$ cat config.mk
export PLATFORM = sky130hd
export DESIGN_NAME = drac_core
export DESIGN_NICKNAME = d
export VERILOG_FILES = /design/src/drac_pkg.sv /design/src/rt_write_unpack.sv /design/src/motor_regs.sv /design/src/sample_capture.sv /design/src/drac_core.sv
export SDC_FILE = /design/constraint.sdc
export NUM_CORES = 1
export LEC_CHECK = 0
export BUFFER_PORTS_ARGS = -buffer_cell sky130_fd_sc_hd__buf_2
export CAP_MARGIN = 20
export CORE_MARGIN = 2
export CORE_UTILIZATION = 48
export DETAILED_ROUTE_END_ITERATION = 10
export HOLD_SLACK_MARGIN = 0.08
export PLACE_DENSITY = 0.72
export SETUP_SLACK_MARGIN = 0.5
export SYNTH_ARGS = -nofsm -noshare
export SYNTH_HDL_FRONTEND = slang
export SYNTH_HIERARCHICAL = 1
export SYNTH_SLANG_ARGS = --single-unit
$ cat constraint.sdc
create_clock -name sysclk -period 5.8 [get_ports sysclk]
set_clock_uncertainty 0.1 [all_clocks]
set_input_delay 0.58 -clock sysclk [delete_from_list [all_inputs] [get_ports sysclk]]
set_output_delay 0.58 -clock sysclk [all_outputs]
set_load 0.05 [all_outputs]
$ cat src/drac_pkg.sv
`default_nettype none

package drac_pkg;

    // channel counts and bus widths
    localparam int NUM_MOTORS = 4;
    localparam int QUAD_W     = 32;          // one quadlet
    localparam int REG_ADDR_W = 16;          // reg_waddr / reg_raddr
    localparam int CHAN_W     = 4;           // addr bits 7:4
    localparam int DEV_W      = 4;           // addr bits 3:0
    localparam int WDOG_W     = 16;          // watchdog period and counter

    // address map
    localparam logic [CHAN_W-1:0] CHAN_BOARD      = 4'd0;  // board regs live here
    localparam logic [DEV_W-1:0]  DEV_STATUS      = 4'd0;  // bit 0 timeout, 11:8 motor count
    localparam logic [DEV_W-1:0]  DEV_WDOG_PERIOD = 4'd1;  // zero disables the watchdog
    localparam logic [DEV_W-1:0]  DEV_SETPOINT    = 4'd0;  // in channels 1..NUM_MOTORS

    // unpacker counts setpoint quadlets 0..NUM_MOTORS-1
    localparam int UNPACK_CNT_W = $clog2(NUM_MOTORS);

    // sample buffer: timestamp, status, then one quadlet per motor
    localparam int SAMPLE_QUADS  = NUM_MOTORS + 2;
    localparam int SAMPLE_ADDR_W = 6;
    localparam int SAMPLE_IDX_W  = $clog2(SAMPLE_QUADS);

    // live setpoints, motor 1 at index 0
    typedef logic [NUM_MOTORS-1:0][QUAD_W-1:0] setpoint_array_t;

    typedef enum logic [1:0] {
        UNPACK_IDLE,   // waiting for blk_wstart
        UNPACK_MASK,   // next quadlet is the motor mask
        UNPACK_DATA    // setpoint quadlets
    } unpack_state_t;

    typedef enum logic {
        SAMPLE_IDLE,
        SAMPLE_COPY    // one buffer entry per cycle
    } sample_state_t;

endpackage

`default_nettype wire

$ cat src/rt_write_unpack.sv
`timescale 1ns/10ps
`default_nettype none

module rt_write_unpack (
    input  wire logic                        sysclk,
    input  wire logic                        reset,
    input  wire logic                        blk_wstart,  // opens a block
    input  wire logic                        blk_wen,     // one quadlet per strobe
    input  wire logic [drac_pkg::QUAD_W-1:0] reg_wdata,
    output logic                             rt_wen,      // one write per enabled motor
    output logic      [drac_pkg::CHAN_W-1:0] rt_waddr,    // motor number 1..N
    output logic      [drac_pkg::QUAD_W-1:0] rt_wdata,
    output logic                             bw_active    // block owns the write bus
);
    import drac_pkg::*;

    unpack_state_t           state;
    logic [NUM_MOTORS-1:0]   mask_q;     // bit i-1 enables motor i
    logic [UNPACK_CNT_W-1:0] quad_cnt;   // setpoint quadlet index
    logic                    last_quad;
    logic                    take_data;  // setpoint quadlet on the bus

    assign last_quad = (quad_cnt == UNPACK_CNT_W'(NUM_MOTORS - 1));
    assign take_data = (state == UNPACK_DATA) && blk_wen;

    // high from the start strobe through the last setpoint quadlet
    assign bw_active = blk_wstart | (state != UNPACK_IDLE);

    always_ff @(posedge sysclk) begin
        if (reset) begin
            state    <= UNPACK_IDLE;
            mask_q   <= '0;
            quad_cnt <= '0;
            rt_wen   <= 1'b0;
            rt_waddr <= '0;
        end else begin
            rt_wen <= 1'b0;  // single-cycle strobe
            if (blk_wstart) begin
                // a new block always restarts the sequence
                state    <= UNPACK_MASK;
                quad_cnt <= '0;
            end else begin
                case (state)
                    UNPACK_MASK: begin
                        if (blk_wen) begin
                            mask_q <= reg_wdata[NUM_MOTORS-1:0];  // upper bits unused
                            state  <= UNPACK_DATA;
                        end
                    end
                    UNPACK_DATA: begin
                        if (blk_wen) begin
                            rt_wen   <= mask_q[quad_cnt];
                            rt_waddr <= CHAN_W'(quad_cnt) + 1'b1;  // motors count from 1
                            quad_cnt <= quad_cnt + 1'b1;
                            if (last_quad) begin
                                state <= UNPACK_IDLE;  // extra quadlets fall through
                            end
                        end
                    end
                    default: ;
                endcase
            end
        end
    end

    // data captured with each setpoint quadlet
    always_ff @(posedge sysclk) begin
        if (take_data) begin
            rt_wdata <= reg_wdata;
        end
    end

    // a write only goes out for a motor the mask enabled
    a_rt_masked: assert property (@(posedge sysclk) disable iff (reset)
        rt_wen |-> mask_q[UNPACK_CNT_W'(rt_waddr - 1'b1)]);

    a_rt_range: assert property (@(posedge sysclk) disable iff (reset)
        rt_wen |-> (rt_waddr >= CHAN_W'(1)) && (rt_waddr <= CHAN_W'(NUM_MOTORS)));

endmodule

`default_nettype wire

$ cat src/motor_regs.sv
`timescale 1ns/10ps
`default_nettype none

module motor_regs (
    input  wire logic                            sysclk,
    input  wire logic                            reset,
    input  wire logic                            reg_wen,
    input  wire logic [drac_pkg::REG_ADDR_W-1:0] reg_waddr,
    input  wire logic     [drac_pkg::QUAD_W-1:0] reg_wdata,
    input  wire logic                            bw_active,   // blocks direct writes
    input  wire logic                            rt_wen,
    input  wire logic     [drac_pkg::CHAN_W-1:0] rt_waddr,
    input  wire logic     [drac_pkg::QUAD_W-1:0] rt_wdata,
    input  wire logic [drac_pkg::REG_ADDR_W-1:0] reg_raddr,
    input  wire logic                            wdog_clear,
    output logic          [drac_pkg::QUAD_W-1:0] reg_rdata,   // one cycle after reg_raddr
    output logic                                 wdog_timeout,
    output drac_pkg::setpoint_array_t            setpoints,
    output logic          [drac_pkg::QUAD_W-1:0] status
);
    import drac_pkg::*;

    logic [CHAN_W-1:0]     wr_chan;
    logic [DEV_W-1:0]      wr_dev;
    logic [CHAN_W-1:0]     rd_chan;
    logic [DEV_W-1:0]      rd_dev;
    logic                  dir_wen;      // direct write, not during a block
    logic                  period_wr;
    logic                  status_clr;   // status write with bit 0 set
    logic                  clear_req;
    logic [NUM_MOTORS-1:0] sp_wr;        // per-motor write request
    setpoint_array_t       sp_wdata;
    logic                  sp_accept;    // some setpoint write lands this cycle
    logic [WDOG_W-1:0]     wdog_period;
    logic [WDOG_W-1:0]     wdog_cnt;     // cycles left, zero when idle
    logic                  wdog_expire;
    logic [QUAD_W-1:0]     rd_next;

    assign wr_chan = reg_waddr[CHAN_W+DEV_W-1:DEV_W];
    assign wr_dev  = reg_waddr[DEV_W-1:0];
    assign rd_chan = reg_raddr[CHAN_W+DEV_W-1:DEV_W];
    assign rd_dev  = reg_raddr[DEV_W-1:0];

    assign dir_wen    = reg_wen & ~bw_active;
    assign period_wr  = dir_wen && (wr_chan == CHAN_BOARD) && (wr_dev == DEV_WDOG_PERIOD);
    assign status_clr = dir_wen && (wr_chan == CHAN_BOARD) && (wr_dev == DEV_STATUS)
                        && reg_wdata[0];
    assign clear_req  = wdog_clear | status_clr;

    // motor count in 11:8, timeout flag in bit 0
    assign status = {16'd0, 4'd0, 4'(NUM_MOTORS), 7'd0, wdog_timeout};

    // real-time write wins if both hit the same motor
    always_comb begin
        sp_wr    = '0;
        sp_wdata = '0;
        for (int i = 1; i <= NUM_MOTORS; i++) begin
            if (rt_wen && (rt_waddr == CHAN_W'(i))) begin
                sp_wr[i-1]    = 1'b1;
                sp_wdata[i-1] = rt_wdata;
            end else if (dir_wen && (wr_chan == CHAN_W'(i)) && (wr_dev == DEV_SETPOINT)) begin
                sp_wr[i-1]    = 1'b1;
                sp_wdata[i-1] = reg_wdata;
            end
        end
    end

    assign sp_accept = (|sp_wr) & ~wdog_timeout;  // dropped while timed out

    // last count with nothing reloading it
    assign wdog_expire = ~wdog_timeout && (wdog_cnt == WDOG_W'(1))
                         && ~sp_accept && ~period_wr && ~clear_req;

    always_ff @(posedge sysclk) begin
        if (reset) begin
            wdog_period <= '0;
            wdog_cnt    <= '0;
        end else begin
            if (period_wr) begin
                wdog_period <= reg_wdata[WDOG_W-1:0];
            end
            if (period_wr) begin
                wdog_cnt <= reg_wdata[WDOG_W-1:0];  // count from the period write
            end else if (sp_accept || clear_req) begin
                wdog_cnt <= wdog_period;
            end else if (!wdog_timeout && (wdog_cnt != '0)) begin
                wdog_cnt <= wdog_cnt - 1'b1;
            end
        end
    end

    always_ff @(posedge sysclk) begin
        if (reset) begin
            wdog_timeout <= 1'b0;
        end else if (clear_req) begin
            wdog_timeout <= 1'b0;
        end else if (wdog_expire) begin
            wdog_timeout <= 1'b1;
        end
    end

    always_ff @(posedge sysclk) begin
        if (reset) begin
            setpoints <= '0;
        end else if (wdog_expire) begin
            setpoints <= '0;  // motors stop on timeout
        end else if (!wdog_timeout) begin
            for (int i = 0; i < NUM_MOTORS; i++) begin
                if (sp_wr[i]) begin
                    setpoints[i] <= sp_wdata[i];
                end
            end
        end
    end

    // read mux; unmapped reads zero
    always_comb begin
        rd_next = '0;
        if (rd_chan == CHAN_BOARD) begin
            if (rd_dev == DEV_STATUS) begin
                rd_next = status;
            end else if (rd_dev == DEV_WDOG_PERIOD) begin
                rd_next = {16'd0, wdog_period};
            end
        end
        for (int i = 1; i <= NUM_MOTORS; i++) begin
            if ((rd_chan == CHAN_W'(i)) && (rd_dev == DEV_SETPOINT)) begin
                rd_next = setpoints[i-1];
            end
        end
    end

    always_ff @(posedge sysclk) begin
        if (reset) begin
            reg_rdata <= '0;
        end else begin
            reg_rdata <= rd_next;
        end
    end

    // setpoints can only fall to zero while timed out
    a_locked: assert property (@(posedge sysclk) disable iff (reset)
        wdog_timeout && !$stable(setpoints) |-> (setpoints == '0));

endmodule

`default_nettype wire

$ cat src/sample_capture.sv
`timescale 1ns/10ps
`default_nettype none

module sample_capture (
    input  wire logic                               sysclk,
    input  wire logic                               reset,
    input  wire logic                               sample_start,
    input  wire logic        [drac_pkg::QUAD_W-1:0] timestamp,
    input  wire logic        [drac_pkg::QUAD_W-1:0] status,
    input  wire drac_pkg::setpoint_array_t          setpoints,
    input  wire logic [drac_pkg::SAMPLE_ADDR_W-1:0] sample_raddr,
    output logic                                    sample_busy,
    output logic             [drac_pkg::QUAD_W-1:0] sample_rdata
);
    import drac_pkg::*;

    sample_state_t     state;
    logic [SAMPLE_IDX_W-1:0] copy_idx;                    // buffer entry being written
    logic [QUAD_W-1:0] ts_latch;                          // timestamp at start
    logic [QUAD_W-1:0] sample_buf [SAMPLE_QUADS];
    logic [QUAD_W-1:0] copy_data;
    logic              copy_last;

    assign sample_busy = (state == SAMPLE_COPY);
    assign copy_last   = (copy_idx == SAMPLE_IDX_W'(SAMPLE_QUADS - 1));

    // entry 0 timestamp, 1 status, then live setpoints
    always_comb begin
        copy_data = '0;
        if (copy_idx == SAMPLE_IDX_W'(0)) begin
            copy_data = ts_latch;
        end else if (copy_idx == SAMPLE_IDX_W'(1)) begin
            copy_data = status;
        end
        for (int i = 0; i < NUM_MOTORS; i++) begin
            if (copy_idx == SAMPLE_IDX_W'(i + 2)) begin
                copy_data = setpoints[i];
            end
        end
    end

    always_ff @(posedge sysclk) begin
        if (reset) begin
            state    <= SAMPLE_IDLE;
            copy_idx <= '0;
        end else begin
            case (state)
                SAMPLE_IDLE: begin
                    if (sample_start) begin
                        state    <= SAMPLE_COPY;
                        copy_idx <= '0;
                    end
                end
                SAMPLE_COPY: begin
                    // start pulses are ignored in here
                    copy_idx <= copy_idx + 1'b1;
                    if (copy_last) begin
                        state <= SAMPLE_IDLE;
                    end
                end
                default: state <= SAMPLE_IDLE;
            endcase
        end
    end

    always_ff @(posedge sysclk) begin
        if ((state == SAMPLE_IDLE) && sample_start) begin
            ts_latch <= timestamp;  // same cycle as the start
        end
    end

    // buffer starts out zero
    always_ff @(posedge sysclk) begin
        if (reset) begin
            for (int i = 0; i < SAMPLE_QUADS; i++) begin
                sample_buf[i] <= '0;
            end
        end else if (sample_busy) begin
            sample_buf[copy_idx] <= copy_data;
        end
    end

    // registered read port
    always_ff @(posedge sysclk) begin
        if (reset) begin
            sample_rdata <= '0;
        end else if (sample_raddr < SAMPLE_ADDR_W'(SAMPLE_QUADS)) begin
            sample_rdata <= sample_buf[sample_raddr[SAMPLE_IDX_W-1:0]];
        end else begin
            sample_rdata <= '0;  // past the end
        end
    end

    a_busy_len: assert property (@(posedge sysclk) disable iff (reset)
        $rose(sample_busy) |-> sample_busy [*SAMPLE_QUADS] ##1 !sample_busy);

endmodule

`default_nettype wire

$ cat src/drac_core.sv
`timescale 1ns/10ps
`default_nettype none

module drac_core (
    input  wire logic                               sysclk,
    input  wire logic                               reset,
    input  wire logic                               reg_wen,
    input  wire logic    [drac_pkg::REG_ADDR_W-1:0] reg_waddr,
    input  wire logic        [drac_pkg::QUAD_W-1:0] reg_wdata,
    input  wire logic    [drac_pkg::REG_ADDR_W-1:0] reg_raddr,
    input  wire logic                               blk_wstart,
    input  wire logic                               blk_wen,
    input  wire logic                               wdog_clear,
    input  wire logic                               sample_start,
    input  wire logic [drac_pkg::SAMPLE_ADDR_W-1:0] sample_raddr,
    input  wire logic        [drac_pkg::QUAD_W-1:0] timestamp,
    output logic             [drac_pkg::QUAD_W-1:0] reg_rdata,
    output logic                                    wdog_timeout,
    output logic                                    sample_busy,
    output logic             [drac_pkg::QUAD_W-1:0] sample_rdata
);
    import drac_pkg::*;

    // real-time writes out of the unpacker
    logic              rt_wen;
    logic [CHAN_W-1:0] rt_waddr;
    logic [QUAD_W-1:0] rt_wdata;
    logic              bw_active;

    // live state for the sampler
    setpoint_array_t   setpoints;
    logic [QUAD_W-1:0] status;

    rt_write_unpack i_unpack (
        .sysclk     (sysclk),
        .reset      (reset),
        .blk_wstart (blk_wstart),
        .blk_wen    (blk_wen),
        .reg_wdata  (reg_wdata),
        .rt_wen     (rt_wen),
        .rt_waddr   (rt_waddr),
        .rt_wdata   (rt_wdata),
        .bw_active  (bw_active)
    );

    motor_regs i_regs (
        .sysclk       (sysclk),
        .reset        (reset),
        .reg_wen      (reg_wen),
        .reg_waddr    (reg_waddr),
        .reg_wdata    (reg_wdata),
        .bw_active    (bw_active),
        .rt_wen       (rt_wen),
        .rt_waddr     (rt_waddr),
        .rt_wdata     (rt_wdata),
        .reg_raddr    (reg_raddr),
        .wdog_clear   (wdog_clear),
        .reg_rdata    (reg_rdata),
        .wdog_timeout (wdog_timeout),
        .setpoints    (setpoints),
        .status       (status)
    );

    sample_capture i_sample (
        .sysclk       (sysclk),
        .reset        (reset),
        .sample_start (sample_start),
        .timestamp    (timestamp),
        .status       (status),
        .setpoints    (setpoints),
        .sample_raddr (sample_raddr),
        .sample_busy  (sample_busy),
        .sample_rdata (sample_rdata)
    );

endmodule

`default_nettype wire

Word-level counts from Yosys, hierarchy flattened
Memory sizes are Yosys's and may differ from the RTL's. A register that Yosys moved wholly into a read port is not among the register bits.
Index checks and enable logic that the tools add are counted.
{"block": "totals", "out_inout_bits": 66, "in_bits": 109, "mem_count": 1, "ramBits": 192, "register_bits": 274}
{"name": "i_sample.sample_buf", "words": 6, "width": 32, "rd": 1, "rd_ports_with_merged_regs": 1, "wr": 6, "line_no": "sample_capture.sv:20", "source": "logic [QUAD_W-1:0] sample_buf [SAMPLE_QUADS];"}
{"block": "op_classes", "n_lt_le_gt_ge": 2, "n_addsub": 4, "bitwise_logic": 14, "mux": 52, "n_eq_ne": 30, "reduce_logical": 55}
{"cell": "$mux W32", "n": 20}
{"cell": "$mux W16", "n": 4}
{"cell": "$reduce_or A32 Y1", "n": 1}
{"cell": "$logic_and A1 B1 Y1", "n": 27}
{"cell": "$eq A4 B2 Y1 const B", "n": 6}
{"cell": "$eq A4 B1 Y1 const B", "n": 5}
{"cell": "$mux W1", "n": 18}
{"cell": "$eq A16 B1 Y1 const B", "n": 1}
{"cell": "$logic_not A4 Y1", "n": 4}
{"cell": "$reduce_bool A16 Y1", "n": 1}
{"cell": "$sub A16 B1 Y16 const B", "n": 1}
{"cell": "$eq A4 B3 Y1 const B", "n": 3}
{"cell": "$mux W11", "n": 1}
{"cell": "$not A1 Y1", "n": 10}
{"cell": "$reduce_and A2 Y1", "n": 5}
{"cell": "$reduce_and A4 Y1", "n": 2}
{"cell": "$reduce_or A2 Y1", "n": 4}
{"cell": "$reduce_or A4 Y1", "n": 2}
{"cell": "$eq A3 B2 Y1 const B", "n": 2}
{"cell": "$eq A3 B3 Y1 const B", "n": 2}
{"cell": "$lt A6 B3 Y1 const B", "n": 1}
{"cell": "$mux W2", "n": 3}
{"cell": "$mux W3", "n": 2}
{"cell": "$ne A2 B2 Y1 const B", "n": 3}
{"cell": "22 further kinds", "n": 29}

Depth between registers and ports, before layout
{"block": "depth", "ltp_word": 15, "depth_mapped": 10, "depth_no_buf": 8}

By module
Netlist, hierarchy kept.
{"mod": "sample_capture", "n_inst": 1, "area_per_inst_um2": 15282.2, "cells_each": 1124}
{"mod": "motor_regs", "n_inst": 1, "area_per_inst_um2": 9843.2, "cells_each": 1115}
{"mod": "rt_write_unpack", "n_inst": 1, "area_per_inst_um2": 1491.4, "cells_each": 84}

Worst setup path before layout
No wires, ideal clock.
{"block": "synth_path", "path_type": "reg-to-reg", "start": "register i_sample.state (netlist: i_sample/sample_busy)", "end": "memory i_sample.sample_buf[6][0] (enable)", "path_stages_with_launch": 6, "setup_ns": 0.421, "n_path_buf": 2, "required_time_ns": 5.279, "path_slack_ns": 2.500, "arrival_ns": 2.779, "period_less_slack_ns": 3.300, "path_cell_list": "dfxtp_1 buf_2 and2b_4 clkbuf_1 nand3_1 nor2_1"}
{"element": "start, declared", "line_no": "sample_capture.sv:17", "source": "sample_state_t state;"}
{"element": "start signal, assigned", "line_no": "sample_capture.sv:44", "source": "state <= SAMPLE_IDLE;"}
{"element": "start signal, assigned", "line_no": "sample_capture.sv:50", "source": "state <= SAMPLE_COPY;"}
{"element": "start signal, assigned", "line_no": "sample_capture.sv:58", "source": "state <= SAMPLE_IDLE;"}
{"element": "end, declared", "line_no": "sample_capture.sv:20"}

==> summary.txt <==
Outcome
  – Result of the run: completed

Floorplanning
  – DIE HEIGHT: 239 um
  – Starting utilization of the core area: 0.484
  – Die Outline Area: 57400 sq um
  – Die span in x: 239 um
  – Core Region: 55000 sq um
  – Row count: 86
  – IO Count: 175

Timing
  – Period utilization: 0.620
  – Final-report hold violation count: 0
  – Final-layout setup total negative slack: 0 ns
  – Time the worst path needs with I/O delays and setup: 3.59 ns
  – Minimum hold slack: 0.117 ns
  – Setup Viol. Count Final: 0
  – Slew Limit Fails: 0
  – Peak Freq: 0.278 GHz
  – Worst Max-Slew Pin Slew: 1.07 ns
  – Setup repair after global routing missed its margin: false
  – Relative slew slack: 0.288

Global routing
  – Largest net degree at the start of global routing: 67
  – Wire length of the first global-routing pass: 109000 um
  – Global router's overall resource usage: 0.247
  – Total global routing overflow: 0
  – Vias in the first global route: 18600
  – Initial antenna violation count: 5

Clock network
  – Total setup buffers inserted after CTS: 0
  – CTS tree: yes
  – Clock-pin slew on the worst setup and hold paths: 0.06 ns
  – Clk Latency, worst-skew pair: 0.61 ns
  – Number of CTS-inserted buffers: 55
  – Number of H-tree branching levels: 2
  – Root buffer selected by CTS: clkbuf_16
  – Maximum number of buffers from clock root to sink: 3
  – Clock net sink count: 561

Pwr
  – Power Density: 310 nW/um^2
  – Internal Dissipation: 6870 uW
  – Max VDD drop: 0.231 mV
  – Fraction of power spent switching nets: 0.256
  – Design Power: 9240 uW
  – Fraction of power consumed by sequential logic: 0.480
  – Clock share of power: 0.390
  – Combinational group share of total power: 0.130
  – Static Leakage: 0.0107 uW
  – Sw Pwr: 2370 uW

Hold path
  – Min-Delay Path Depth: 1
  – Type of the most critical hold path: input port to register

Detailed routing
  – Via count: 18800
  – Drt drc: 0
  – DR vias/cell: 5.84
  – Post-detailed-route count of antenna-violating nets: 0
  – Routed wire length: 71100 um
  – First drt pass iteration count: 5
  – Violation count after the first detailed-route iteration: 1548
  – Wire length per cell: 22.1 um

Logic synthesis
  – Netlist area before placement: 26600 sq um
  – Most used standard cell by instance count after synthesis: nor2_1
  – Register bit total from synthesis: 561
  – Cell taking the most area after synthesis: edfxtp_1
  – Count of yosys warnings during synthesis: 6
  – Top flip-flop cell by instance count after synthesis: edfxtp_1
  – Distinct cell type count after synthesis: 81
  – Instance count of the mapped netlist: 2323
  – Part of the Yosys area used for sequential elements: 0.542
  – EDFF count, synth: 320
  – Fraction of registers with async set/reset: 0
  – List of most frequent post-synthesis cells: nor2_1, edfxtp_1, dfxtp_1
  – Mean cell area of the mapped netlist: 11.5 sq um
  – Main area contributors after synthesis: edfxtp_1, dfxtp_1, mux2i_1, nor2_1, mux4_2
  – Top-area cell type share of the netlist area: 0.361

Final layout
  – Share of cells above drive strength 1: 0.212
  – Nets@finish: 2539
  – Area grow syn2layout: 12.1%

Place
  – I/O Buffers: 158
  – Post-detail-place hpwl: 45100 um
  – Placer Congestion: 0.889

Setup path
  – Critical path fanouts, max: 65
  – Nature of the critical path startpoint: register
  – CP endpoint kind: register
  – Required time worst endpoint: 6.03 ns
  – Arrival time of data at the critical path endpoint: 3.82 ns
  – Kind of critical path: register to register
  – Depth of the worst register-to-register path: 7

Run
  – Max-cap violations: 0
==> cell type report <==
class / instances / area [sq um]
Timing Repair Buffer: 229 / 1430
Fill cell: 4567 / 25100
Antenna cell: 4 / 10.0
Tap cell: 748 / 936
Clock inverter: 35 / 302
Multi-Input combinational cell: 1531 / 11100
Inverter: 43 / 161
Sequential cell: 561 / 14400
Clock buffer: 67 / 1520
==> stage by stage <==
step           worst slack, ns  cell area, sq um  std cells  utilization
2_1_floorplan             2.50             26700       2352            -
3_5_place_dp              1.91             27700       3082        0.504
6_report                  2.21             29800       3218        0.543
5_1_grt                   2.02             29800       3216        0.543
4_1_cts                   2.27             29800       3213        0.542
3_3_place_gp              1.94             27700       3081        0.503
==> state kept, by name, summed over array words and instances, names as in the netlist <==
name	count
i_regs/reg_rdata	32
i_regs/setpoints	128
i_regs/wdog_cnt	16
i_regs/wdog_period	16
i_regs/wdog_timeout	1
i_sample/copy_idx	3
i_sample/sample_buf	256
i_sample/sample_busy	1
i_sample/sample_rdata	32
i_sample/ts_latch	32
i_unpack/mask_q	4
i_unpack/quad_cnt	2
i_unpack/rt_waddr	3
i_unpack/rt_wdata	32
i_unpack/rt_wen	1
i_unpack/state	2
==> routing by layer <==
metal / track usage / share of wire
met1: 0.341 / 0.43
met2: 0.399 / 0.47
met3: 0.0440 / 0.077
met4: 0.0761 / 0.023
met5: 0 / 0.00017
==> final timing paths <==
path	startpoint	to	slack (ns)
worst max-delay path	i_sample/copy_idx[2]	i_sample/sample_buf[7][31]	2.21
worst min-delay path	reg_wdata[20]	i_unpack/rt_wdata[20]	0.12
worst max register to register	i_sample/copy_idx[2]	i_sample/sample_buf[7][31]	2.21
worst min register to register	i_regs/wdog_cnt[14]	i_regs/wdog_cnt[14]	0.35
==> power by group through the flow <==
| stage | sequential (uW) | combinational (uW) | clock [uW] |
|---|---|---|---|
| 6_report | 4430 | 1200 | 3610 |
| 4_1_cts | 4430 | 1190 | 3660 |
| 5_1_grt | 4450 | 1320 | 3820 |
| 2_1_floorplan | 4500 | 904 | 0 |
| 3_5_place_dp | 4520 | 1160 | 0 |
| 3_3_place_gp | 4510 | 1150 | 0 |
==> repair_timing <==
action / 4_1_cts / 5_1_grt
resized for setup: 0 / 0
hold endpoints to repair: 29 / 0
hold buffers: 29 / 0
==> cells by family (layout without fill, tap and decap cells) <==
| family | after synthesis | after routing | synth area share |
|---|---|---|---|
| fa+ha+maj | 9 | 9 | 0.00423 |
| other cells | 3 | 36 | 0.000423 |
| mux | 270 | 270 | 0.135 |
| flops | 561 | 561 | 0.542 |
| compound gates | 453 | 453 | 0.129 |
| buf+inv | 260 | 374 | 0.0506 |
| xor+xnor | 8 | 8 | 0.00263 |
| simple gates | 759 | 759 | 0.136 |
==> worst max-delay path, stage by stage (launching register included) <==
cell	delay, ns
dfxtp_2	0.34
inv_2	0.31
ha_2	0.35
buf_4	0.38
nor2_4	0.82
o211ai_1	0.35
a21oi_2	0.50
nor2_1	0.14
==> cells in the final DEF, fill, tap and decap left out, types with 36 or more instances in the layout <==
cell type  instances
nand2_1          122
o211ai_1          36
mux4_2            59
o21ai_0           40
a211oi_1         132
mux2i_1          167
edfxtp_1         320
dfxtp_1          240
nor2_1           434
buf_2            157
inv_1             41
a21oi_1           89
buf_4             41
clkbuf_16         58
mux2_2            38
(Power assumes the default switching activity.)
